`src/hdl/traceMonitorPkg.sv`:
```
`default_nettype none

package traceMonitorPkg;

    // one retired instruction as reported by the core.
    typedef struct packed {
        logic [31:0] pc;
        logic [31:0] code;
    } traceEntry_t;

    localparam int instTextChars = 19;
    localparam int lineChars = 29;     // 8 pc digits, space, text, newline.

    // first character in the top byte.
    typedef logic [instTextChars*8-1:0] instText_t;

    localparam logic cfgAddrControl = 1'b0;
    localparam logic cfgAddrDrops = 1'b1;

    localparam logic [7:0] asciiSpace = 8'h20;
    localparam logic [7:0] asciiNewline = 8'h0A;

    function automatic logic [7:0] hexChar(input logic [3:0] nibble);
        logic [7:0] wide;
        wide = {4'b0000, nibble};
        if (nibble < 4'd10) begin
            return 8'h30 + wide;       // '0'..'9'.
        end
        return 8'h37 + wide;           // 'A'..'F'.
    endfunction

endpackage

`default_nettype wire
```
`src/hdl/traceMonitorTop.sv`:
```
`timescale 1ns/1ns
`default_nettype none

module traceMonitorTop #(
    parameter int fifoDepth = 8,
    parameter int dropCountWidth = 16
) (
    input  logic        clk,
    input  logic        rst,
    input  logic        traceValid,
    input  logic [31:0] tracePc,
    input  logic [31:0] traceCode,
    input  logic        cfgWrite,
    input  logic        cfgAddr,
    input  logic [15:0] cfgWdata,
    output logic [15:0] cfgRdata,
    output logic        charValid,
    output logic [7:0]  charData
);
    import traceMonitorPkg::*;

    logic        captureEn;
    logic        fifoFull;
    logic        fifoEmpty;
    logic        popEn;
    logic        codeValid;
    logic [31:0] code;
    logic        textValid;

    traceEntry_t pushEntry;
    traceEntry_t popData;
    instText_t   instText;

    assign pushEntry = '{pc: tracePc, code: traceCode};

    monitorConfig #(
        .dropCountWidth(dropCountWidth)
    ) i_monitorConfig (
        .clk       (clk),
        .rst       (rst),
        .cfgWrite  (cfgWrite),
        .cfgAddr   (cfgAddr),
        .cfgWdata  (cfgWdata),
        .cfgRdata  (cfgRdata),
        .traceValid(traceValid),
        .traceCode (traceCode),
        .fifoFull  (fifoFull),
        .captureEn (captureEn)
    );

    traceFifo #(
        .depth    (fifoDepth),
        .payload_t(traceEntry_t)
    ) i_traceFifo (
        .clk     (clk),
        .rst     (rst),
        .push    (captureEn),
        .pushData(pushEntry),
        .pop     (popEn),
        .popData (popData),
        .full    (fifoFull),
        .empty   (fifoEmpty)
    );

    instDisassembler i_instDisassembler (
        .clk      (clk),
        .rst      (rst),
        .codeValid(codeValid),
        .code     (code),
        .textValid(textValid),
        .instText (instText)
    );

    textSerializer i_textSerializer (
        .clk      (clk),
        .rst      (rst),
        .fifoEmpty(fifoEmpty),
        .popEn    (popEn),
        .popData  (popData),
        .codeValid(codeValid),
        .code     (code),
        .textValid(textValid),
        .instText (instText),
        .charValid(charValid),
        .charData (charData)
    );

endmodule

`default_nettype wire

```
`src/hdl/textSerializer.sv`:
```
`timescale 1ns/1ns
`default_nettype none

module textSerializer (
    input  logic                       clk,
    input  logic                       rst,
    input  logic                       fifoEmpty,
    output logic                       popEn,
    input  traceMonitorPkg::traceEntry_t popData,
    output logic                       codeValid,
    output logic [31:0]                code,
    input  logic                       textValid,
    input  traceMonitorPkg::instText_t instText,
    output logic                       charValid,
    output logic [7:0]                 charData
);
    import traceMonitorPkg::*;

    typedef enum logic [1:0] {
        stIdle,
        stFetch,
        stDecode,
        stSend
    } state_t;

    localparam int pcChars = 8;
    localparam int textStart = pcChars + 1;
    localparam logic [4:0] lastIdx = 5'(lineChars - 1);

    state_t      state;
    logic [4:0]  charIdx;
    logic [31:0] pcLatched;
    instText_t   lineText;

    assign popEn = (state == stIdle) && !fifoEmpty;
    assign codeValid = (state == stFetch);   // popData is valid here.
    assign code = popData.code;
    assign charValid = (state == stSend);

    always_ff @(posedge clk) begin
        if (rst) begin
            state <= stIdle;
            charIdx <= '0;
        end else begin
            case (state)
                stIdle: begin
                    if (!fifoEmpty) begin
                        state <= stFetch;
                    end
                end
                stFetch: state <= stDecode;
                stDecode: begin
                    if (textValid) begin
                        charIdx <= '0;
                        state <= stSend;
                    end
                end
                default: begin
                    if (charIdx == lastIdx) begin
                        state <= stIdle;     // next pop right after the newline.
                    end else begin
                        charIdx <= charIdx + 1'b1;
                    end
                end
            endcase
        end
    end

    always_ff @(posedge clk) begin
        if (state == stFetch) begin
            pcLatched <= popData.pc;
        end
        if (state == stDecode && textValid) begin
            lineText <= instText;
        end
    end

    always_comb begin
        charData = asciiNewline;
        if (int'(charIdx) < pcChars) begin
            charData = hexChar(pcLatched[(pcChars - 1 - int'(charIdx)) * 4 +: 4]);
        end else if (int'(charIdx) == pcChars) begin
            charData = asciiSpace;
        end else if (charIdx < lastIdx) begin
            // text bytes go out top byte first.
            charData = lineText[(instTextChars - 1 - (int'(charIdx) - textStart)) * 8 +: 8];
        end
    end

endmodule

`default_nettype wire

```
`src/hdl/monitorConfig.sv`:
```
`timescale 1ns/1ns
`default_nettype none

module monitorConfig #(
    parameter int dropCountWidth = 16
) (
    input  logic        clk,
    input  logic        rst,
    input  logic        cfgWrite,
    input  logic        cfgAddr,
    input  logic [15:0] cfgWdata,
    output logic [15:0] cfgRdata,
    input  logic        traceValid,
    input  logic [31:0] traceCode,
    input  logic        fifoFull,
    output logic        captureEn
);
    import traceMonitorPkg::*;

    logic                      enable;
    logic                      skipNop;
    logic [dropCountWidth-1:0] dropCount;
    logic                      isNop;
    logic                      wanted;
    logic                      drop;

    assign isNop = (traceCode == 32'h0000_0000) || (traceCode == 32'h0000_0013);
    assign wanted = traceValid && !(skipNop && isNop);   // skipped nops are not drops.
    assign captureEn = wanted && enable && !fifoFull;
    assign drop = wanted && (!enable || fifoFull);

    always_ff @(posedge clk) begin
        if (rst) begin
            enable <= 1'b1;
            skipNop <= 1'b0;
            dropCount <= '0;
        end else begin
            if (cfgWrite && cfgAddr == cfgAddrControl) begin
                enable <= cfgWdata[0];
                skipNop <= cfgWdata[1];
            end
            if (cfgWrite && cfgAddr == cfgAddrDrops) begin
                dropCount <= '0;                         // clear beats a drop.
            end else if (drop && dropCount != '1) begin
                dropCount <= dropCount + 1'b1;           // saturates.
            end
        end
    end

    assign cfgRdata = (cfgAddr == cfgAddrDrops) ? 16'(dropCount) : {14'b0, skipNop, enable};

endmodule

`default_nettype wire

```
`src/hdl/traceFifo.sv`:
```
`timescale 1ns/1ns
`default_nettype none

module traceFifo #(
    parameter int  depth = 8,
    parameter type payload_t = logic [63:0]
) (
    input  logic     clk,
    input  logic     rst,
    input  logic     push,
    input  payload_t pushData,
    input  logic     pop,
    output payload_t popData,
    output logic     full,
    output logic     empty
);
    localparam int ptrWidth = (depth > 1) ? $clog2(depth) : 1;
    localparam int countWidth = $clog2(depth + 1);
    localparam logic [ptrWidth-1:0] lastPtr = ptrWidth'(depth - 1);

    payload_t mem [depth];

    logic [ptrWidth-1:0]   wrPtr;
    logic [ptrWidth-1:0]   rdPtr;
    logic [countWidth-1:0] count;
    logic                  pushOk;
    logic                  popOk;

    assign full = (count == countWidth'(depth));
    assign empty = (count == '0);
    assign pushOk = push && !full;    // push into a full buffer is lost.
    assign popOk = pop && !empty;

    always_ff @(posedge clk) begin
        if (rst) begin
            wrPtr <= '0;
            rdPtr <= '0;
            count <= '0;
        end else begin
            if (pushOk) begin
                wrPtr <= (wrPtr == lastPtr) ? '0 : wrPtr + 1'b1;
            end
            if (popOk) begin
                rdPtr <= (rdPtr == lastPtr) ? '0 : rdPtr + 1'b1;
            end
            if (pushOk && !popOk) begin
                count <= count + 1'b1;
            end else if (popOk && !pushOk) begin
                count <= count - 1'b1;
            end
        end
    end

    always_ff @(posedge clk) begin
        if (pushOk) begin
            mem[wrPtr] <= pushData;
        end
        if (popOk) begin
            popData <= mem[rdPtr];    // valid the cycle after pop.
        end
    end

endmodule

`default_nettype wire

```
`src/hdl/instDisassembler.sv`:
```
`timescale 1ns/1ns
`default_nettype none

module instDisassembler (
    input  logic                     clk,
    input  logic                     rst,
    input  logic                     codeValid,
    input  logic [31:0]              code,
    output logic                     textValid,
    output traceMonitorPkg::instText_t instText
);
    import traceMonitorPkg::*;

    localparam instText_t illegalText = "illegal instruction";

    logic [23:0] rdText;
    logic [23:0] rs1Text;
    logic [23:0] rs2Text;
    logic [23:0] immText;
    logic [23:0] sImmText;
    logic [31:0] sbImmText;
    logic [47:0] ujImmText;
    logic [39:0] uImmText;

    logic [103:0] rOperands;
    logic [103:0] iOperands;
    logic [103:0] sOperands;
    logic [103:0] sbOperands;
    logic [103:0] ujOperands;
    logic [103:0] uOperands;

    instText_t decodedText;

    // registers print as x00..x1F.
    assign rdText = {"x", hexChar({3'b000, code[11]}), hexChar(code[10:7])};
    assign rs1Text = {"x", hexChar({3'b000, code[19]}), hexChar(code[18:15])};
    assign rs2Text = {"x", hexChar({3'b000, code[24]}), hexChar(code[23:20])};

    assign immText = {hexChar(code[31:28]), hexChar(code[27:24]), hexChar(code[23:20])};
    assign sImmText = {hexChar(code[31:28]), hexChar({code[27:25], code[11]}),
                       hexChar(code[10:7])};
    // branch and jump offsets keep their implied zero lsb.
    assign sbImmText = {hexChar({3'b000, code[31]}), hexChar({code[7], code[30:28]}),
                        hexChar({code[27:25], code[11]}), hexChar({code[10:8], 1'b0})};
    assign ujImmText = {hexChar({3'b000, code[31]}), hexChar(code[19:16]),
                        hexChar(code[15:12]), hexChar({code[20], code[30:28]}),
                        hexChar(code[27:24]), hexChar({code[23:21], 1'b0})};
    assign uImmText = {hexChar(code[31:28]), hexChar(code[27:24]), hexChar(code[23:20]),
                       hexChar(code[19:16]), hexChar(code[15:12])};

    // every operand field is 13 characters wide.
    assign rOperands = {" ", rdText, ",", rs1Text, ",", rs2Text, " "};
    assign iOperands = {" ", rdText, ",", rs1Text, ",", immText, "H"};
    assign sOperands = {" ", rs1Text, ",", rs2Text, ",", sImmText, "H"};
    assign sbOperands = {" ", rs1Text, ",", rs2Text, ",", sbImmText};
    assign ujOperands = {" ", rdText, ",", ujImmText, "H "};
    assign uOperands = {" ", rdText, ",", uImmText, "H  "};

    always_comb begin
        decodedText = illegalText;
        if (code == 32'h0000_0000) begin
            decodedText = "nop DStall:lw 00   ";
        end else if (code == 32'h0000_0013) begin
            decodedText = "nop JStall:addi0   ";
        end else if (code[1:0] == 2'b11) begin       // compressed codes stay illegal.
            case (code[6:2])
                5'b01100: begin
                    // only bit 30 of funct7 may be set, M codes stay illegal.
                    if ({code[31], code[29:25]} == 6'b000000) begin
                        case ({code[14:12], code[30]})
                            4'b0000: decodedText = {" add", rOperands, "  "};
                            4'b0001: decodedText = {" sub", rOperands, "  "};
                            4'b1110: decodedText = {" and", rOperands, "  "};
                            4'b1100: decodedText = {" or", rOperands, "   "};
                            4'b0100: decodedText = {" slt", rOperands, "  "};
                            4'b0110: decodedText = {" sltu", rOperands, " "};
                            4'b1010: decodedText = {" srl", rOperands, "  "};
                            4'b1011: decodedText = {" sra", rOperands, "  "};
                            4'b1000: decodedText = {" xor", rOperands, "  "};
                            4'b0010: decodedText = {" sll", rOperands, "  "};
                            default: decodedText = illegalText;
                        endcase
                    end
                end
                5'b00000: decodedText = {" lw", iOperands, "   "};
                5'b01000: decodedText = {" sw", sOperands, "   "};
                5'b11000: begin
                    case (code[14:12])
                        3'b000: decodedText = {"beq", sbOperands, "   "};
                        3'b001: decodedText = {"bne", sbOperands, "   "};
                        3'b100: decodedText = {"blt", sbOperands, "   "};
                        3'b110: decodedText = {"bltu", sbOperands, "  "};
                        3'b101: decodedText = {"bge", sbOperands, "   "};
                        3'b111: decodedText = {"bgeu", sbOperands, "  "};
                        default: decodedText = illegalText;
                    endcase
                end
                5'b11011: decodedText = {"jal", ujOperands, "   "};
                5'b11001: decodedText = {"jalr", iOperands, "  "};
                5'b00100: begin
                    case (code[14:12])
                        3'b000: decodedText = {"addi", iOperands, "  "};
                        3'b111: decodedText = {"andi", iOperands, "  "};
                        3'b110: decodedText = {"ori", iOperands, "   "};
                        3'b010: decodedText = {"slti", iOperands, "  "};
                        3'b011: decodedText = {"sltiu", iOperands, " "};
                        3'b101: begin
                            if (code[30]) begin
                                decodedText = {"srai", iOperands, "  "};
                            end else begin
                                decodedText = {"srli", iOperands, "  "};
                            end
                        end
                        3'b001: decodedText = {"slli", iOperands, "  "};
                        default: decodedText = {"xori", iOperands, "  "};
                    endcase
                end
                5'b01101: decodedText = {"lui", uOperands, "   "};
                default: decodedText = illegalText;
            endcase
        end
    end

    always_ff @(posedge clk) begin
        if (rst) begin
            textValid <= 1'b0;
        end else begin
            textValid <= codeValid;
        end
    end

    // text holds until the next request.
    always_ff @(posedge clk) begin
        if (codeValid) begin
            instText <= decodedText;
        end
    end

endmodule

`default_nettype wire

```
`config.mk`:
```
export PLATFORM = sky130hd
export DESIGN_NAME = traceMonitorTop
export DESIGN_NICKNAME = d
export VERILOG_FILES = /design/src/hdl/traceMonitorPkg.sv /design/src/hdl/traceMonitorTop.sv /design/src/hdl/textSerializer.sv /design/src/hdl/monitorConfig.sv /design/src/hdl/traceFifo.sv /design/src/hdl/instDisassembler.sv
export SDC_FILE = /design/constraint.sdc
export NUM_CORES = 1
export LEC_CHECK = 0
export BUFFER_PORTS_ARGS = -buffer_cell sky130_fd_sc_hd__buf_2
export CAP_MARGIN = 20
export CORE_MARGIN = 8
export CORE_UTILIZATION = 50
export CTS_BUF_LIST = sky130_fd_sc_hd__clkbuf_8
export DETAILED_ROUTE_END_ITERATION = 12
export PLACE_DENSITY = 0.69
export SETUP_SLACK_MARGIN = 0.1
export SYNTH_ARGS = -nofsm -noshare
export SYNTH_HDL_FRONTEND = slang
export SYNTH_SLANG_ARGS = --single-unit
```
`constraint.sdc`:
```
create_clock -name clk -period 6.2 [get_ports clk]
set_clock_uncertainty 0.1 [all_clocks]
set_input_delay 0.62 -clock clk [delete_from_list [all_inputs] [get_ports clk]]
set_output_delay 0.62 -clock clk [all_outputs]
set_load 0.01 [all_outputs]
```
==> out/summary.log <==
[placed_design] I/O Buffers 94
[logic_synthesis] synth unique cells 90
[floorplanning] starting density of the core 0.502
[detailed_routing] average wire per standard cell 29.6 um
[logic_synthesis] number of flops mapped to enable cells by yosys 836
[finish] footprint of the multi-input gates 0.0114 mm^2
[finish] area growth from synthesis to layout 13.1%
[power_and_ir_drop] VDD IR-drop max 288 uV
[power_and_ir_drop] Logic pwr share 0.355
[clock_network] CTS root buffer sky130_fd_sc_hd__clkbuf_8
[power_and_ir_drop] leakage component of the power 14.0 nW
[sta] setup ws final 1.19 ns
[placed_design] final estimated routing congestion in global placement 1.00
[sta] Final min period 5.01 ns
[clock_network] CTS Buf Count 139
[clock_network] maximum clock insertion buffer count 3
[logic_synthesis] average size of a mapped cell 15.6 um^2
[sta] Slew HR 0.171
[clock_network] clock latency on the worst-skew pair 0.80 ns
[run_status] result of the run finished, final reports clean
[placed_design] post-place setup slack 1.88 ns
[detailed_routing] Routed Antenna Nets 0
[worst_setup_path] capture instance of the worst register-to-register path i_instDisassembler.instText[40]
[flow_run] max-cap viol count 0
[sta] Final Hold Slack 0.0967 ns
[logic_synthesis] number of warnings reported in the yosys synthesis log 0
[logic_synthesis] share of flip-flops with an asynchronous set or reset 0
[floorplanning] Core Box Area 0.0754 mm^2
[grt] vias in the first global route 23.5k
[sta] timing-limited maximum frequency 0.199 GHz
[worst_setup_path] startpoint class of the critical path flip-flop
[detailed_routing] routed vias 23.3k
[finish] register area 0.0258 mm^2
[worst_setup_path] category of the critical setup timing path flip-flop to output port
[placed_design] number of instances in the placed design 3423
[sta] transition time at the pin with the least slew margin 1.23 ns
[finish] most common library cell in the layout ignoring fill and taps sky130_fd_sc_hd__edfxtp_1
[worst_setup_path] arrival time at the worst endpoint 4.29 ns
[detailed_routing] number of detailed-route iterations in the first pass 8
[floorplanning] area of the die 0.0848 mm^2
[power_and_ir_drop] internal power consumption 11.9 mW
[logic_synthesis] flip-flop and latch count after synthesis 872
[finish] nets 2781
[clock_network] hold buffers post-CTS 65
[hold_path] end point of the worst hold path i_traceFifo.mem[6][24]
[sta] setup-violating endpoint count in the final report 0
[clock_network] TritonCTS Sinks 872
[sta] final count of pins violating max slew 0
[power_and_ir_drop] proportion of power drawn by flip-flops and latches 0.414
[detailed_routing] detailed-route DRC error count 0
[worst_setup_path] critical register-to-register path startpoint i_traceFifo.popData[12]
[hold_path] worst hold start traceCode[24]
[worst_setup_path] R2R depth 9
[grt] maximum number of pins on one net before global-route repair 131
[hold_path] worst min-delay path class input pin to flip-flop
[logic_synthesis] Netlist Area Pre-Place 0.0379 mm^2
[clock_network] postcts setup bufs 0
[finish] filler cell count in the final layout 5810
[finish] share of cells above drive strength 1 0.217
[worst_setup_path] Worst Path Required 5.48 ns
[hold_path] number of stages on the worst hold path 1
[logic_synthesis] Post-Syn Instances 2426
[power_and_ir_drop] Power Total 19.2 mW
[clock_network] TritonCTS clock tree yes
[worst_setup_path] highest fanout seen on the critical path 29
[sta] share of the clock period used by the worst path after layout 0.809
[sta] RSZ-0062 raised after global routing false
[placed_design] DP HPWL 74.1 mm
[grt] total global routing overflow 0
[detailed_routing] DRC marker count from the first detailed-route iteration 2536
[logic_synthesis] share of synthesized area occupied by flip-flops and latches 0.682
[clock_network] clock-pin transition on the worst setup and hold timing paths 0.06 ns
[logic_synthesis] post-synth net total 2554
[floorplanning] die width 291 um
[floorplanning] std cell rows 101
[sta] hold violation count in the final report 0
[clock_network] post-cts gate resize count 0
[clock_network] H-Tree Level Count 4
[grt] initial antenna violation count 4
[grt] wire length of the first global-routing pass 161 mm
[finish] most frequent cells in the layout 836 x sky130_fd_sc_hd__edfxtp_1, 172 x sky130_fd_sc_hd__nor2_1, 159 x sky130_fd_sc_hd__mux4_2
[power_and_ir_drop] PD cells 448 mW/mm^2
[logic_synthesis] most common flop cell mapped by yosys sky130_fd_sc_hd__edfxtp_1
[finish] non-filler instance count after layout 3729
[floorplanning] number of primary I/O pins 110
[power_and_ir_drop] switching power summed over all nets 7.25 mW
[worst_setup_path] Worst R2R Setup Slack 1.70 ns
[power_and_ir_drop] fraction of power consumed by the clock network 0.230
[sta] final-layout setup total negative slack 0 ns
[power_and_ir_drop] Sw Ratio 0.378
[grt] Total Routing Usage GR 0.257
[worst_setup_path] endpoint kind of the worst setup timing path output port
[detailed_routing] Via-to-Cell Ratio 6.25
[floorplanning] Die Span Y 291 um
[detailed_routing] post-detailed-routing wire length 111 mm
-- cell type report --
type                       instances  share of cell area
clock buffer                     141              0.0453
timing repair buffer             222              0.0397
multi-input combinational       1370               0.266
clock inverter                    93              0.0122
antenna                            5            0.000292
inverter                          48             0.00421
sequential                       872               0.604
tap                              978              0.0286
-- routing by layer --
layer | track usage | routed length (um) | vias to the layer above
met5 | 0 | 13 | -
met4 | 0.0822 | 3260 | 2
met3 | 0.0561 | 7860 | 199
met2 | 0.408 | 52300 | 1044
met1 | 0.356 | 47100 | 11900
li1 | - | - | 10200
-- how the worst max path moves through the flow --
| stage | start | to | cells past startpoint |
|---|---|---|---|
| 3_5_place_dp | i_textSerializer.charIdx[1] | charData[2] | 11 |
| 4_1_cts | i_textSerializer.charIdx[1] | charData[2] | 11 |
| 6_report | i_textSerializer.charIdx[1] | charData[2] | 11 |
| 3_3_place_gp | i_textSerializer.charIdx[1] | charData[2] | 11 |
| 5_1_grt | i_textSerializer.charIdx[1] | charData[2] | 11 |
| 2_1_floorplan | traceCode[24] | i_traceFifo.mem[3][0] | 7 |
-- per-stage QoR --
stage | utilization | instance area (um^2)
finish | 0.567 | 42800
global route | 0.567 | 42800
CTS | 0.567 | 42800
detailed placement | 0.526 | 39600
global placement | 0.526 | 39600
floorplan | - | 37900
-- cells in the mapped netlist, drive strengths merged, types with 29 or more instances --
master	n	area share
buf	50	0.0060
mux4	159	0.095
nand3	48	0.0063
a21oi	141	0.019
nor2	179	0.018
clkbuf	86	0.0085
mux2	70	0.021
nor3	37	0.0056
inv	46	0.0046
a31oi	29	0.0048
o21ai	126	0.017
edfxtp	836	0.66
dfxtp	36	0.019
nand2	124	0.013
ha	42	0.014
-- state kept, by name, indices dropped and copies added, names as in the netlist --
signal / flops
i_instDisassembler.instText: 114
i_instDisassembler.textValid: 1
i_monitorConfig.dropCount: 16
i_monitorConfig.enable: 1
i_monitorConfig.skipNop: 1
i_textSerializer.charIdx: 5
i_textSerializer.lineText: 114
i_textSerializer.pcLatched: 32
i_textSerializer.state: 2
i_traceFifo.count: 4
i_traceFifo.mem: 512
i_traceFifo.popData: 64
i_traceFifo.rdPtr: 3
i_traceFifo.wrPtr: 3
-- worst max-delay path, stage by stage, from the launching register on --
cell and delay, ns:
sky130_fd_sc_hd__dfxtp_1 0.31, sky130_fd_sc_hd__buf_4 0.35, sky130_fd_sc_hd__inv_1 0.15, sky130_fd_sc_hd__ha_2 0.45, sky130_fd_sc_hd__or3b_1 0.39, sky130_fd_sc_hd__a21oi_1 0.23, sky130_fd_sc_hd__nor3_4 0.12, sky130_fd_sc_hd__xnor2_2 0.50
sky130_fd_sc_hd__mux2i_1 0.48, sky130_fd_sc_hd__o221ai_1 0.18, sky130_fd_sc_hd__a21o_1 0.21, sky130_fd_sc_hd__buf_2 0.14
-- power groups by stage --
stage | clock network [mW] | logic [mW] | registers [mW]
after floorplan | 0 | 4.30 | 7.78
after global placement | 0 | 6.63 | 8.03
after detailed placement | 0 | 6.63 | 8.07
after CTS | 4.52 | 6.70 | 7.95
after global routing | 4.76 | 7.17 | 8.02
final | 4.42 | 6.81 | 7.95
-- cell families after synthesis --
| family | Yosys count | synth area share |
|---|---|---|
| multiplexers | 251 | 0.121 |
| AND/OR/NAND/NOR | 560 | 0.0732 |
| AO/OA/AOI/OAI | 478 | 0.0808 |
| other | 1 | 0.0000990 |
| flip-flops | 872 | 0.682 |
| XOR/XNOR | 36 | 0.00872 |
| adder cells (fa/ha/maj) | 44 | 0.0147 |
| buffers and inverters | 184 | 0.0193 |
Power figures use the tool's default switching activity.
